--- src/fdc_pkg.sv ---
// Shared constants and bus structs for the floppy controller glue, imported by every block
package fdc_pkg;

	////////////////////////////////////////
	// Constants
	////////////////////////////////////////

	localparam int NUM_DRIVES = 4;	// One controller core per drive
	localparam int CE_DIV = 6;	// Core enable period in CLK cycles

	// Image size window for a double-sided disk, both bounds exclusive
	localparam logic [63:0] DS_MIN_BYTES = 64'd368600;
	localparam logic [63:0] DS_MAX_BYTES = 64'd740000;

	localparam logic [3:0] FF40_ADDR = 4'h0;	// Control register, offset on the bus

	////////////////////////////////////////
	// Types
	////////////////////////////////////////

	typedef logic [1:0] drive_idx_t;	// Selected drive, 0 to 3

	// Control register, laid out in readback order
	typedef struct packed {
		logic		halt_en;	// Bit 7, HALT on DRQ low
		logic		side_sel;	// Bit 6, drive select 3 or side select
		logic		density;	// Bit 5, also gates NMI
		logic		wrt_prec;	// Bit 4
		logic		motor;		// Bit 3
		logic [2:0]	drive_sel;	// Bits 2..0
	} ff40_reg_t;

	// Per-drive setup handed to a core
	typedef struct packed {
		logic	wp;		// Write protect
		logic	ready;		// Image present
		logic	layout;		// 0 track-side-sector, 1 side-track-sector
		logic	side;		// Head select
	} drive_cfg_t;

	// Per-drive response coming back from a core
	typedef struct packed {
		logic		drq;
		logic		intrq;
		logic [7:0]	dout;
	} drive_resp_t;

	// Latched register access, shared by all cores
	typedef struct packed {
		logic [1:0]	addr;
		logic [7:0]	data;
	} wd_access_t;

endpackage

--- src/drive_mount_status.sv ---
// Per-drive mount tracking, gives each core its write protect, ready, layout and side
`timescale 1ns/1ps

module drive_mount_status
(
	input	logic				CLK,
	input	logic				RESET_N,
	input	logic [fdc_pkg::NUM_DRIVES-1:0]	img_mounted,	// Pulses high per drive on mount
	input	logic				img_readonly,
	input	logic [63:0]			img_size,	// Image size in bytes
	input	fdc_pkg::ff40_reg_t		ff40,
	output	fdc_pkg::drive_cfg_t		drive_cfg [fdc_pkg::NUM_DRIVES]
);

	import fdc_pkg::*;

	logic [NUM_DRIVES-1:0]	mnt_d;		// Previous mount level
	logic [NUM_DRIVES-1:0]	mnt_fall;	// Mount pulse ending
	logic [NUM_DRIVES-1:0]	wp, ready, dbl;
	logic			in_window;

	assign mnt_fall = mnt_d & ~img_mounted;
	assign in_window = (img_size > DS_MIN_BYTES) && (img_size < DS_MAX_BYTES);

	always_ff @(posedge CLK)
	begin
		if (!RESET_N)
		begin
			mnt_d <= '0;
			wp <= '0;
			ready <= '0;
			dbl <= '0;
		end
		else
		begin
			mnt_d <= img_mounted;
			for (int i = 0; i < NUM_DRIVES; i++)
			begin
				if (mnt_fall[i])
				begin
					wp[i] <= img_readonly;
					ready[i] <= 1'b1;
					dbl[i] <= in_window && (i != NUM_DRIVES - 1);	// Last drive is SS only
				end
			end
		end
	end

	// Double-sided images use track-side-sector order
	always_comb
	begin
		for (int i = 0; i < NUM_DRIVES; i++)
			drive_cfg[i] = '{wp: wp[i], ready: ready[i], layout: !dbl[i],
				side: dbl[i] && ff40.side_sel};
	end

endmodule

--- src/fdc.sv ---
// Floppy controller glue top level, placed between the CPU bus and the four controller cores
`timescale 1ns/1ps

module fdc
(
	input	logic					CLK,
	input	logic					RESET_N,

	// CPU bus
	input	logic [3:0]				addr,
	input	logic [7:0]				data_in,
	input	logic					hdd_en,
	input	logic					ff40_wr,
	input	logic					wd_rd_ctrl,
	input	logic					wd_wr_ctrl,

	// Image mount events
	input	logic [fdc_pkg::NUM_DRIVES-1:0]		img_mounted,
	input	logic					img_readonly,
	input	logic [63:0]				img_size,

	// From the cores
	input	fdc_pkg::drive_resp_t			drive_resp [fdc_pkg::NUM_DRIVES],

	// To the CPU
	output	logic [7:0]				data_hdd,
	output	logic					halt,
	output	logic					nmi,

	// To the cores
	output	logic					core_ce,
	output	logic [fdc_pkg::NUM_DRIVES-1:0]		drive_rd,
	output	logic [fdc_pkg::NUM_DRIVES-1:0]		drive_wr,
	output	fdc_pkg::wd_access_t			wd_access,
	output	fdc_pkg::drive_cfg_t			drive_cfg [fdc_pkg::NUM_DRIVES]
);

	import fdc_pkg::*;

	ff40_reg_t	ff40;
	drive_idx_t	drive_idx;
	logic		sel_intrq;

	ff40_ctrl_reg u_ctrl
	(
		.CLK		(CLK),
		.RESET_N	(RESET_N),
		.ff40_wr	(ff40_wr),
		.data_in	(data_in),
		.sel_intrq	(sel_intrq),
		.ff40		(ff40),
		.drive_idx	(drive_idx)
	);

	wd_access_stretch u_stretch
	(
		.CLK		(CLK),
		.RESET_N	(RESET_N),
		.addr		(addr[1:0]),	// Cores decode two bits only
		.data_in	(data_in),
		.wd_rd_ctrl	(wd_rd_ctrl),
		.wd_wr_ctrl	(wd_wr_ctrl),
		.drive_idx	(drive_idx),
		.core_ce	(core_ce),
		.drive_rd	(drive_rd),
		.drive_wr	(drive_wr),
		.wd_access	(wd_access)
	);

	drive_mount_status u_mount
	(
		.CLK		(CLK),
		.RESET_N	(RESET_N),
		.img_mounted	(img_mounted),
		.img_readonly	(img_readonly),
		.img_size	(img_size),
		.ff40		(ff40),
		.drive_cfg	(drive_cfg)
	);

	host_response u_resp
	(
		.addr		(addr),
		.hdd_en		(hdd_en),
		.wd_rd		(wd_rd_ctrl),	// Unsynchronised, data is valid at CPU rate
		.ff40		(ff40),
		.drive_idx	(drive_idx),
		.drive_resp	(drive_resp),
		.data_hdd	(data_hdd),
		.halt		(halt),
		.nmi		(nmi),
		.sel_intrq	(sel_intrq)
	);

endmodule

--- src/ff40_ctrl_reg.sv ---
// Drive control register at FF40 with drive index decode, used by the FDC top level
`timescale 1ns/1ps

module ff40_ctrl_reg
(
	input	logic			CLK,
	input	logic			RESET_N,
	input	logic			ff40_wr,	// Write strobe for the register
	input	logic [7:0]		data_in,
	input	logic			sel_intrq,	// INTRQ of the selected core
	output	fdc_pkg::ff40_reg_t	ff40,
	output	fdc_pkg::drive_idx_t	drive_idx
);

	import fdc_pkg::*;

	drive_idx_t	idx_dec;	// Index implied by the byte being written

	////////////////////////////////////////
	// Drive index decode
	////////////////////////////////////////

	// Drive select bits are one-hot; with side select set, drives 0..2 also
	// accept select 3 alongside. Anything else keeps the current drive
	always_comb
	begin
		case ({data_in[6], data_in[2:0]})
			4'b0001, 4'b1001:
				idx_dec = 2'd0;
			4'b0010, 4'b1010:
				idx_dec = 2'd1;
			4'b0100, 4'b1100:
				idx_dec = 2'd2;
			4'b1000:
				idx_dec = 2'd3;	// Select 3 alone
			default:
				idx_dec = drive_idx;	// Illegal code
		endcase
	end

	////////////////////////////////////////
	// Register
	////////////////////////////////////////

	always_ff @(posedge CLK)
	begin
		if (!RESET_N)
		begin
			ff40 <= '0;
			drive_idx <= '0;
		end
		else
		begin
			if (ff40_wr)
			begin
				ff40 <= ff40_reg_t'(data_in);	// Byte maps straight onto the fields
				drive_idx <= idx_dec;
			end
			// Interrupt from the selected core drops HALT mode, wins over a write
			if (sel_intrq)
				ff40.halt_en <= 1'b0;
		end
	end

endmodule

--- src/host_response.sv ---
// Routes the selected core's response back to the CPU as read data, HALT and NMI
`timescale 1ns/1ps

module host_response
(
	input	logic			[3:0]	addr,
	input	logic				hdd_en,		// FDC register space decode
	input	logic				wd_rd,		// Raw CPU read of a core
	input	fdc_pkg::ff40_reg_t		ff40,
	input	fdc_pkg::drive_idx_t		drive_idx,
	input	fdc_pkg::drive_resp_t		drive_resp [fdc_pkg::NUM_DRIVES],
	output	logic			[7:0]	data_hdd,
	output	logic				halt,
	output	logic				nmi,
	output	logic				sel_intrq	// Back to the control register
);

	import fdc_pkg::*;

	drive_resp_t	sel_resp;	// Response of the addressed drive

	assign sel_resp = drive_resp[drive_idx];

	////////////////////////////////////////
	// CPU read data
	////////////////////////////////////////

	always_comb
	begin
		if (hdd_en && (addr == FF40_ADDR))
			data_hdd = ff40;		// Control register readback
		else if (wd_rd)
			data_hdd = sel_resp.dout;	// Core register
		else
			data_hdd = 8'h00;
	end

	////////////////////////////////////////
	// Interrupt lines
	////////////////////////////////////////

	// CPU halts until the core asks for data
	assign halt = ff40.halt_en && !sel_resp.drq;

	// NMI only in double density, ends HALT mode transfers
	assign nmi = ff40.density && sel_resp.intrq;

	assign sel_intrq = sel_resp.intrq;

endmodule

--- src/wd_access_stretch.sv ---
// Core clock enable and CPU access synchroniser for the FDC top level that stretches strobes until a core enable is caught
`timescale 1ns/1ps

module wd_access_stretch
(
	input	logic					CLK,
	input	logic					RESET_N,
	input	logic [1:0]				addr,		// Register select for the cores
	input	logic [7:0]				data_in,
	input	logic					wd_rd_ctrl,	// CPU read, asynchronous
	input	logic					wd_wr_ctrl,	// CPU write, asynchronous
	input	fdc_pkg::drive_idx_t			drive_idx,
	output	logic					core_ce,
	output	logic [fdc_pkg::NUM_DRIVES-1:0]		drive_rd,
	output	logic [fdc_pkg::NUM_DRIVES-1:0]		drive_wr,
	output	fdc_pkg::wd_access_t			wd_access
);

	import fdc_pkg::*;

	localparam int CE_W = $clog2(CE_DIV);

	logic [CE_W-1:0]	div_cnt;
	logic			rd_s1, rd_s2, rd_d;	// Read sync stages and edge delay
	logic			wr_s1, wr_s2, wr_d;	// Write sync stages and edge delay
	logic			active;			// A strobe is being stretched
	logic			ce_found;		// Core enable seen while active
	logic [NUM_DRIVES-1:0]	rd_e;			// Stretched read strobes
	logic [NUM_DRIVES-1:0]	sel_oh;			// One-hot of the selected drive

	////////////////////////////////////////
	// Core clock enable
	////////////////////////////////////////

	assign core_ce = (div_cnt == CE_W'(CE_DIV - 1));

	always_ff @(posedge CLK)
	begin
		if (!RESET_N)
			div_cnt <= '0;
		else if (core_ce)
			div_cnt <= '0;	// Wrap
		else
			div_cnt <= div_cnt + 1'b1;
	end

	////////////////////////////////////////
	// Access latch
	////////////////////////////////////////

	// Captured as the first sync stage rises, while the CPU still holds the bus
	always_ff @(posedge CLK)
	begin
		if (!RESET_N)
			wd_access <= '0;
		else if ((rd_s1 && !rd_s2) || (wr_s1 && !wr_s2))
		begin
			wd_access.addr <= addr;
			wd_access.data <= data_in;
		end
	end

	////////////////////////////////////////
	// Sync and stretch
	////////////////////////////////////////

	assign sel_oh = NUM_DRIVES'(1) << drive_idx;

	// Read level passes straight on while the stretch only guarantees a core enable
	assign drive_rd = (rd_e | {NUM_DRIVES{rd_s2}}) & sel_oh;

	always_ff @(posedge CLK)
	begin
		if (!RESET_N)
		begin
			rd_s1 <= 1'b0;
			rd_s2 <= 1'b0;
			rd_d <= 1'b0;
			wr_s1 <= 1'b0;
			wr_s2 <= 1'b0;
			wr_d <= 1'b0;
			active <= 1'b0;
			ce_found <= 1'b0;
			rd_e <= '0;
			drive_wr <= '0;
		end
		else
		begin
			rd_s1 <= wd_rd_ctrl;
			rd_s2 <= rd_s1;
			rd_d <= rd_s2;
			wr_s1 <= wd_wr_ctrl;
			wr_s2 <= wr_s1;
			wr_d <= wr_s2;

			if (wr_s2 && !wr_d)	// Write rising edge
			begin
				active <= 1'b1;
				drive_wr <= sel_oh;
			end
			if (rd_s2 && !rd_d)	// Read rising edge
			begin
				active <= 1'b1;
				rd_e <= sel_oh;
			end

			if (core_ce && active)
				ce_found <= 1'b1;

			// One cycle after the enable, drop everything
			if (ce_found)
			begin
				ce_found <= 1'b0;
				active <= 1'b0;
				rd_e <= '0;
				drive_wr <= '0;
			end
		end
	end

endmodule
--- config.mk ---
export PLATFORM = sky130hd
export DESIGN_NAME = fdc
export DESIGN_NICKNAME = d
export VERILOG_FILES = /design/src/fdc_pkg.sv /design/src/drive_mount_status.sv /design/src/fdc.sv /design/src/ff40_ctrl_reg.sv /design/src/host_response.sv /design/src/wd_access_stretch.sv
export SDC_FILE = /design/constraint.sdc
export NUM_CORES = 1
export LEC_CHECK = 0
export BUFFER_PORTS_ARGS = -buffer_cell sky130_fd_sc_hd__buf_4
export CORE_MARGIN = 2
export CORE_UTILIZATION = 38
export CTS_CLUSTER_SIZE = 25
export DETAILED_ROUTE_END_ITERATION = 16
export HOLD_SLACK_MARGIN = 0.03
export PLACE_DENSITY = 0.85
export SYNTH_ARGS = -nofsm -noshare
export SYNTH_HDL_FRONTEND = slang
export SYNTH_SLANG_ARGS = --single-unit
--- constraint.sdc ---
create_clock -name CLK -period 1.8 [get_ports CLK]
set_input_delay 0.09 -clock CLK [delete_from_list [all_inputs] [get_ports CLK]]
set_output_delay 0.09 -clock CLK [all_outputs]
set_load 0.01 [all_outputs]
-- Word level (Yosys, flattened, before mapping)
Index checks and enable logic that the tools add are counted.
- register bits: 54
- bits of input ports: 127
- output and inout port bits: 45
- logic and storage cells: 91
- add/sub/neg operators: 1
- magnitude comparators: 3
- eq/ne operators: 8
- shift operators: 1
- mux-type cells: 9
- bitwise gates (word level): 6
- reductions and logical operators: 31
- operators with widths (kind ; count):
    $gt 64x19->1 const B ; 1
    $lt 64x20->1 const B ; 1
    $bmux 10 s2 ; 1
    $mux 10 ; 2
    $eq 4x4->1 const B ; 4
    $mux 8 ; 2
    $logic_and 1x1->1 ; 12
    $reduce_or 2->1 ; 6
    $and 4x4->4 ; 2
    $logic_not 1->1 ; 8
    $pmux 2 s4 ; 1
    $eq 4x1->1 const B ; 1
    $eq 4x2->1 const B ; 1
    $eq 4x3->1 const B ; 1
    $logic_not 4->1 ; 1
    $not 4->4 ; 1
    $or 4x4->4 ; 1
    $reduce_bool 4->1 ; 1
    $shl 1x2->4 const A ; 1
    $add 3x1->3 const B ; 1
    $eq 3x3->1 const B ; 1
    $ge 3x3->1 const B ; 1
    $mux 1 ; 3
    $not 2->3 ; 1
    4 further kinds ; 4

-- Depth between registers and ports, before layout
- word-level depth: 6
- gate-level depth with buffers: 6
- gate-level depth less buffers: 5

-- Modules after synthesis
A second synthesis with hierarchy kept.
- cell total of the unflattened synthesis: 276
- area total of the unflattened synthesis: 2740.1 µm²
- modules (own cells, without submodules) (module ; times used ; cells each ; area each (µm²) ; sequential area each (µm²)):
    wd_access_stretch ; 1 ; 117 ; 1129.8 ; 580.6
    drive_mount_status ; 1 ; 95 ; 820.8 ; 300.3
    ff40_ctrl_reg ; 1 ; 39 ; 422.9 ; 200.2
    host_response ; 1 ; 25 ; 366.6 ; 0.0

-- Worst setup path after synthesis
OpenSTA, ideal clock, no wires.
- kind: register to output
- start point: register u_ctrl.drive_idx[0]
- end point: output data_hdd[4]
- arrival: 1.719 ns
- data required time: 1.710 ns
- path slack: -0.009 ns
- cell stages (with the launch flop): 5
- path buffers: 2
- cell sequence: dfxtp_1 -> clkbuf_1 -> buf_2 -> mux4_2 -> a22o_1
- longest elaborated chain between the ends: 6
- RTL lines (item ; line ; text):
    start, declared ; ff40_ctrl_reg.sv:12 ; output fdc_pkg::drive_idx_t drive_idx
    start signal, assigned ; ff40_ctrl_reg.sv:57 ; drive_idx <= idx_dec;
    $not 2->3 (not written as such) ; host_response.sv:22 ; assign sel_resp = drive_resp[drive_idx];
    $bmux 10 s2 ; host_response.sv:22 ;
    $mux 10 (not written as such) (2 in series) ; host_response.sv:22 ;
    $mux 8 ; host_response.sv:32 ; else if (wd_rd)
    $mux 8 ; host_response.sv:30 ; if (hdd_en && (addr == FF40_ADDR))
    end, declared ; fdc.sv:26 ; output logic [7:0] data_hdd,
Every way passes these cells. The select of a mux whose other input is x is not followed.

-- Worst setup path in the final report
- start point: register u_ctrl.drive_idx[0]
- end point: output data_hdd[0]
The elaborated chain is that of the path after synthesis.

==> results.md <==
* Status: completed
* Placed Area at 0.00404 mm²
* GRT met2 Usage at 0.373
* CP Launch Type: register
* Critical path cell sequence: buf_12 -> mux4_2 -> a22o_1 -> buf_4
* First-pass GRT wire length at 12.7 mm
* Clk pin slew, worst setup/hold paths at 0.10 ns
* Gr usage total at 0.212
* Vias per cell at 4.90
* Drt pass-1 iters at 4
* Die Area at 0.00767 mm²
* I/O Buffers at 169
* Crit Path Max Fanout at 5
* DR vias at 2671
* Setup WS pre-CTS at -0.128 ns
* CTS tree: built
* Worst-skew pair later-pin latency at 0.31 ns
* Max incr delay on CP at 0.50 ns
* Sequential fraction of the synthesis area at 0.407
* Worst VDD drop at 441 µV
* Finished Layout Cells at 545
* Least-Margin Pin Slew at 0.533 ns
* Post-synth cell types at 45
* Synth top area share at 0.407
* Busiest grt layer: met2
* Mapped Area at 0.00266 mm²
* GP Congestion at 0.851
* Diodes inserted at 0
* Starting density of the core at 0.391
* Final WL at 8.25 mm
* DRC viols at 0
* Cell accounting for the most synthesized area: dfxtp_1
* Synthesized Nets at 400
* Final Hold Fails at 0
* Final setup skew at 0.00884 ns
* Critical Path RT at 1.71 ns
* Ranking of synthesized cells by area: dfxtp_1, mux2i_1, mux4_2
* CTS sink cnt at 54
* Number of synthesized flops with an enable pin at 0
* Fin. max-slew vios at 0
* Share of layout cells above drive strength 1 at 0.463
* Final period utilization at 0.991
* Grt total ovfl at 0
* Leak pwr at 1.96 nW
* Final-report setup violation count at 0
* Core area at 0.00679 mm²
* Clk buf depth at 2
* Die Wd at 87.6 µm
* Antenna Nets Post-Route at 0
* Global Route met3 Usage at 0.0547
* WP data arrival at 1.69 ns
* Yosys reg bits at 54
* Post-route cell area at 0.00430 mm²
* Fraction of registers with async set/reset at 0
* Setup CP Type: register to primary output
* Setup slack after layout at 0.0155 ns
* Fin Hold WS at 0.0513 ns
* Syn avg cell area at 9.80 µm²
* Worst min path class: input port to register
* Max stage delay cell, worst path: mux4_2
* I/O pins at 172
* Slew headroom at 0.644
* Cells after synthesis at 271
* Prevailing post-synth register cell: dfxtp_1
* Fin nets at 577
* Synth-to-Final Area Change at 61.8%
* Vias in the first global route at 2638
* Achievable frequency at 0.560 GHz
* Largest net degree at the start of global routing at 45
* Initial antenna violation count at 0
* Root buffer cell: clkbuf_8
* Dpl cells at 526
* Max-cap viol count at 0
* CTS H-tree depth at 2
* Tmin final at 1.78 ns
* GRT met1 Usage at 0.261
* Drt first-iter violations at 66
* PwrDens at 611 mW/mm²
* RSZ-0062 raised after global routing: true
* Row Count at 30
* HPWL Detailed at 6.54 mm
* Ys Warns at 0
* CP Capture Type: primary output
* WL/cell at 15.1 µm
* Die Ht at 87.6 µm
* CTS Buf Count at 5
==> final cells by class <==
| class | count | area [µm²] |
|---|---|---|
| Multi-Input combinational cell | 188 | 1470 |
| Timing Repair Buffer | 188 | 1490 |
| Sequential cell | 54 | 1090 |
| Tap cell | 96 | 120 |
| Clock inverter | 3 | 25.0 |
| Clock buffer | 5 | 68.8 |
| Fill cell | 572 | 2490 |
| Inverter | 11 | 41.3 |
==> report_power, final <==
group          total [W]  switching [W]  internal, W
clock           0.000699       0.000417     0.000282
sequential       0.00129      0.0000368      0.00125
combinational   0.000642       0.000236     0.000405
==> cells in the mapped netlist, types with 3 or more instances <==
master / number
o21a_1: 5
a21oi_1: 3
mux2i_1: 28
a21boi_0: 3
nand2b_1: 6
or4_1: 3
inv_1: 11
dfxtp_1: 54
o21ai_1: 3
a22o_1: 8
clkbuf_1: 13
nand2_1: 7
nand3_1: 8
mux4_2: 10
nor3_1: 5
and2_1: 15
nor2b_1: 29
nor2_1: 16
nor4_1: 10
==> worst paths after layout <==
path	endpoint	cells past startpoint	from	slack, ns
hold / removal	u_stretch.wd_access[4]$_SDFFE_PN0P_	3	data_in[4]	0.05
setup / recovery	data_hdd[0]	4	u_ctrl.drive_idx[0]$_SDFFE_PN0P_	0.02
setup reg to reg	u_ctrl.ff40[7]$_SDFFE_PP0P_	4	u_ctrl.drive_idx[0]$_SDFFE_PN0P_	0.35
hold reg to reg	u_stretch.ce_found$_SDFF_PP0_	2	u_stretch.active$_SDFFE_PP0P_	0.45
==> worst max-delay path, delay by kind of cell (launching register included) <==
kind / cells / cell delay (ns)
muxes: 1 / 0.50
DFF: 1 / 0.41
buffers and inverters: 2 / 0.27
AOI/OAI and AO/OA: 1 / 0.20
==> repair_timing <==
item / in CTS / in global routing
cloned: 0 / 1
resized for setup: 4 / 12
buffers inserted: 2 / 2
endpoints found under the hold margin: 6 / 0
hold buffers: 6 / 0
pin swaps: 2 / 6
setup endpoints to repair: 11 / 10
==> through the flow <==
step | TNS (ns) | util | power (W)
final | 0 | 0.633 | 0.00263
after global routing | -0.247 | 0.633 | 0.00276
after CTS | -0.0179 | 0.621 | 0.00264
after detailed placement | -0.348 | 0.595 | 0.00191
after global placement | -0.0150 | 0.595 | 0.00189
after floorplan | 0 | - | 0.00156
==> kinds of logic after synthesis <==
logic type,Yosys count,synth area share
DFF,54,0.407
other,2,0.00283
AOI/OAI and AO/OA,35,0.0989
xor gates and xnor gates,2,0.00660
and+or+nand+nor,109,0.241
buffers and inverters,29,0.0443
adders and majority gates,2,0.00942
muxes,38,0.190
==> cell usage in the layout, fill, tap and decap left out, drive strengths merged, types with 3 or more instances in the layout <==
cell type    instances
buf                181
clkbuf               6
mux2i               28
nor2                16
and2                15
a21oi                3
a22o                 8
nor3                 5
nand2                7
dlygate4sd3          6
nor2b               29
o21a                 5
nand3                8
or4                  3
a21boi               3
nand2b               6
mux4                10
dfxtp               54
nor4                11
inv                 12
o21ai                5
==> per-layer routing <==
metal | up-vias | part of all wire
met3 | 8 | 0.064
met5 | - | 0
li1 | 1313 | -
met1 | 1263 | 0.40
met4 | 0 | 0.0090
met2 | 87 | 0.52
==> sequential cells by signal, indices dropped and copies added, names as in the netlist, 2 cells and up <==
signal               count
u_stretch.rd_e           4
u_stretch.drive_wr       4
u_mount.wp               4
u_ctrl.drive_idx         2
u_stretch.div_cnt        3
u_mount.ready            4
u_mount.mnt_d            4
u_ctrl.ff40              8
u_stretch.wd_access     10
u_mount.dbl              3
No activity file was read; power rests on OpenSTA's default activity.
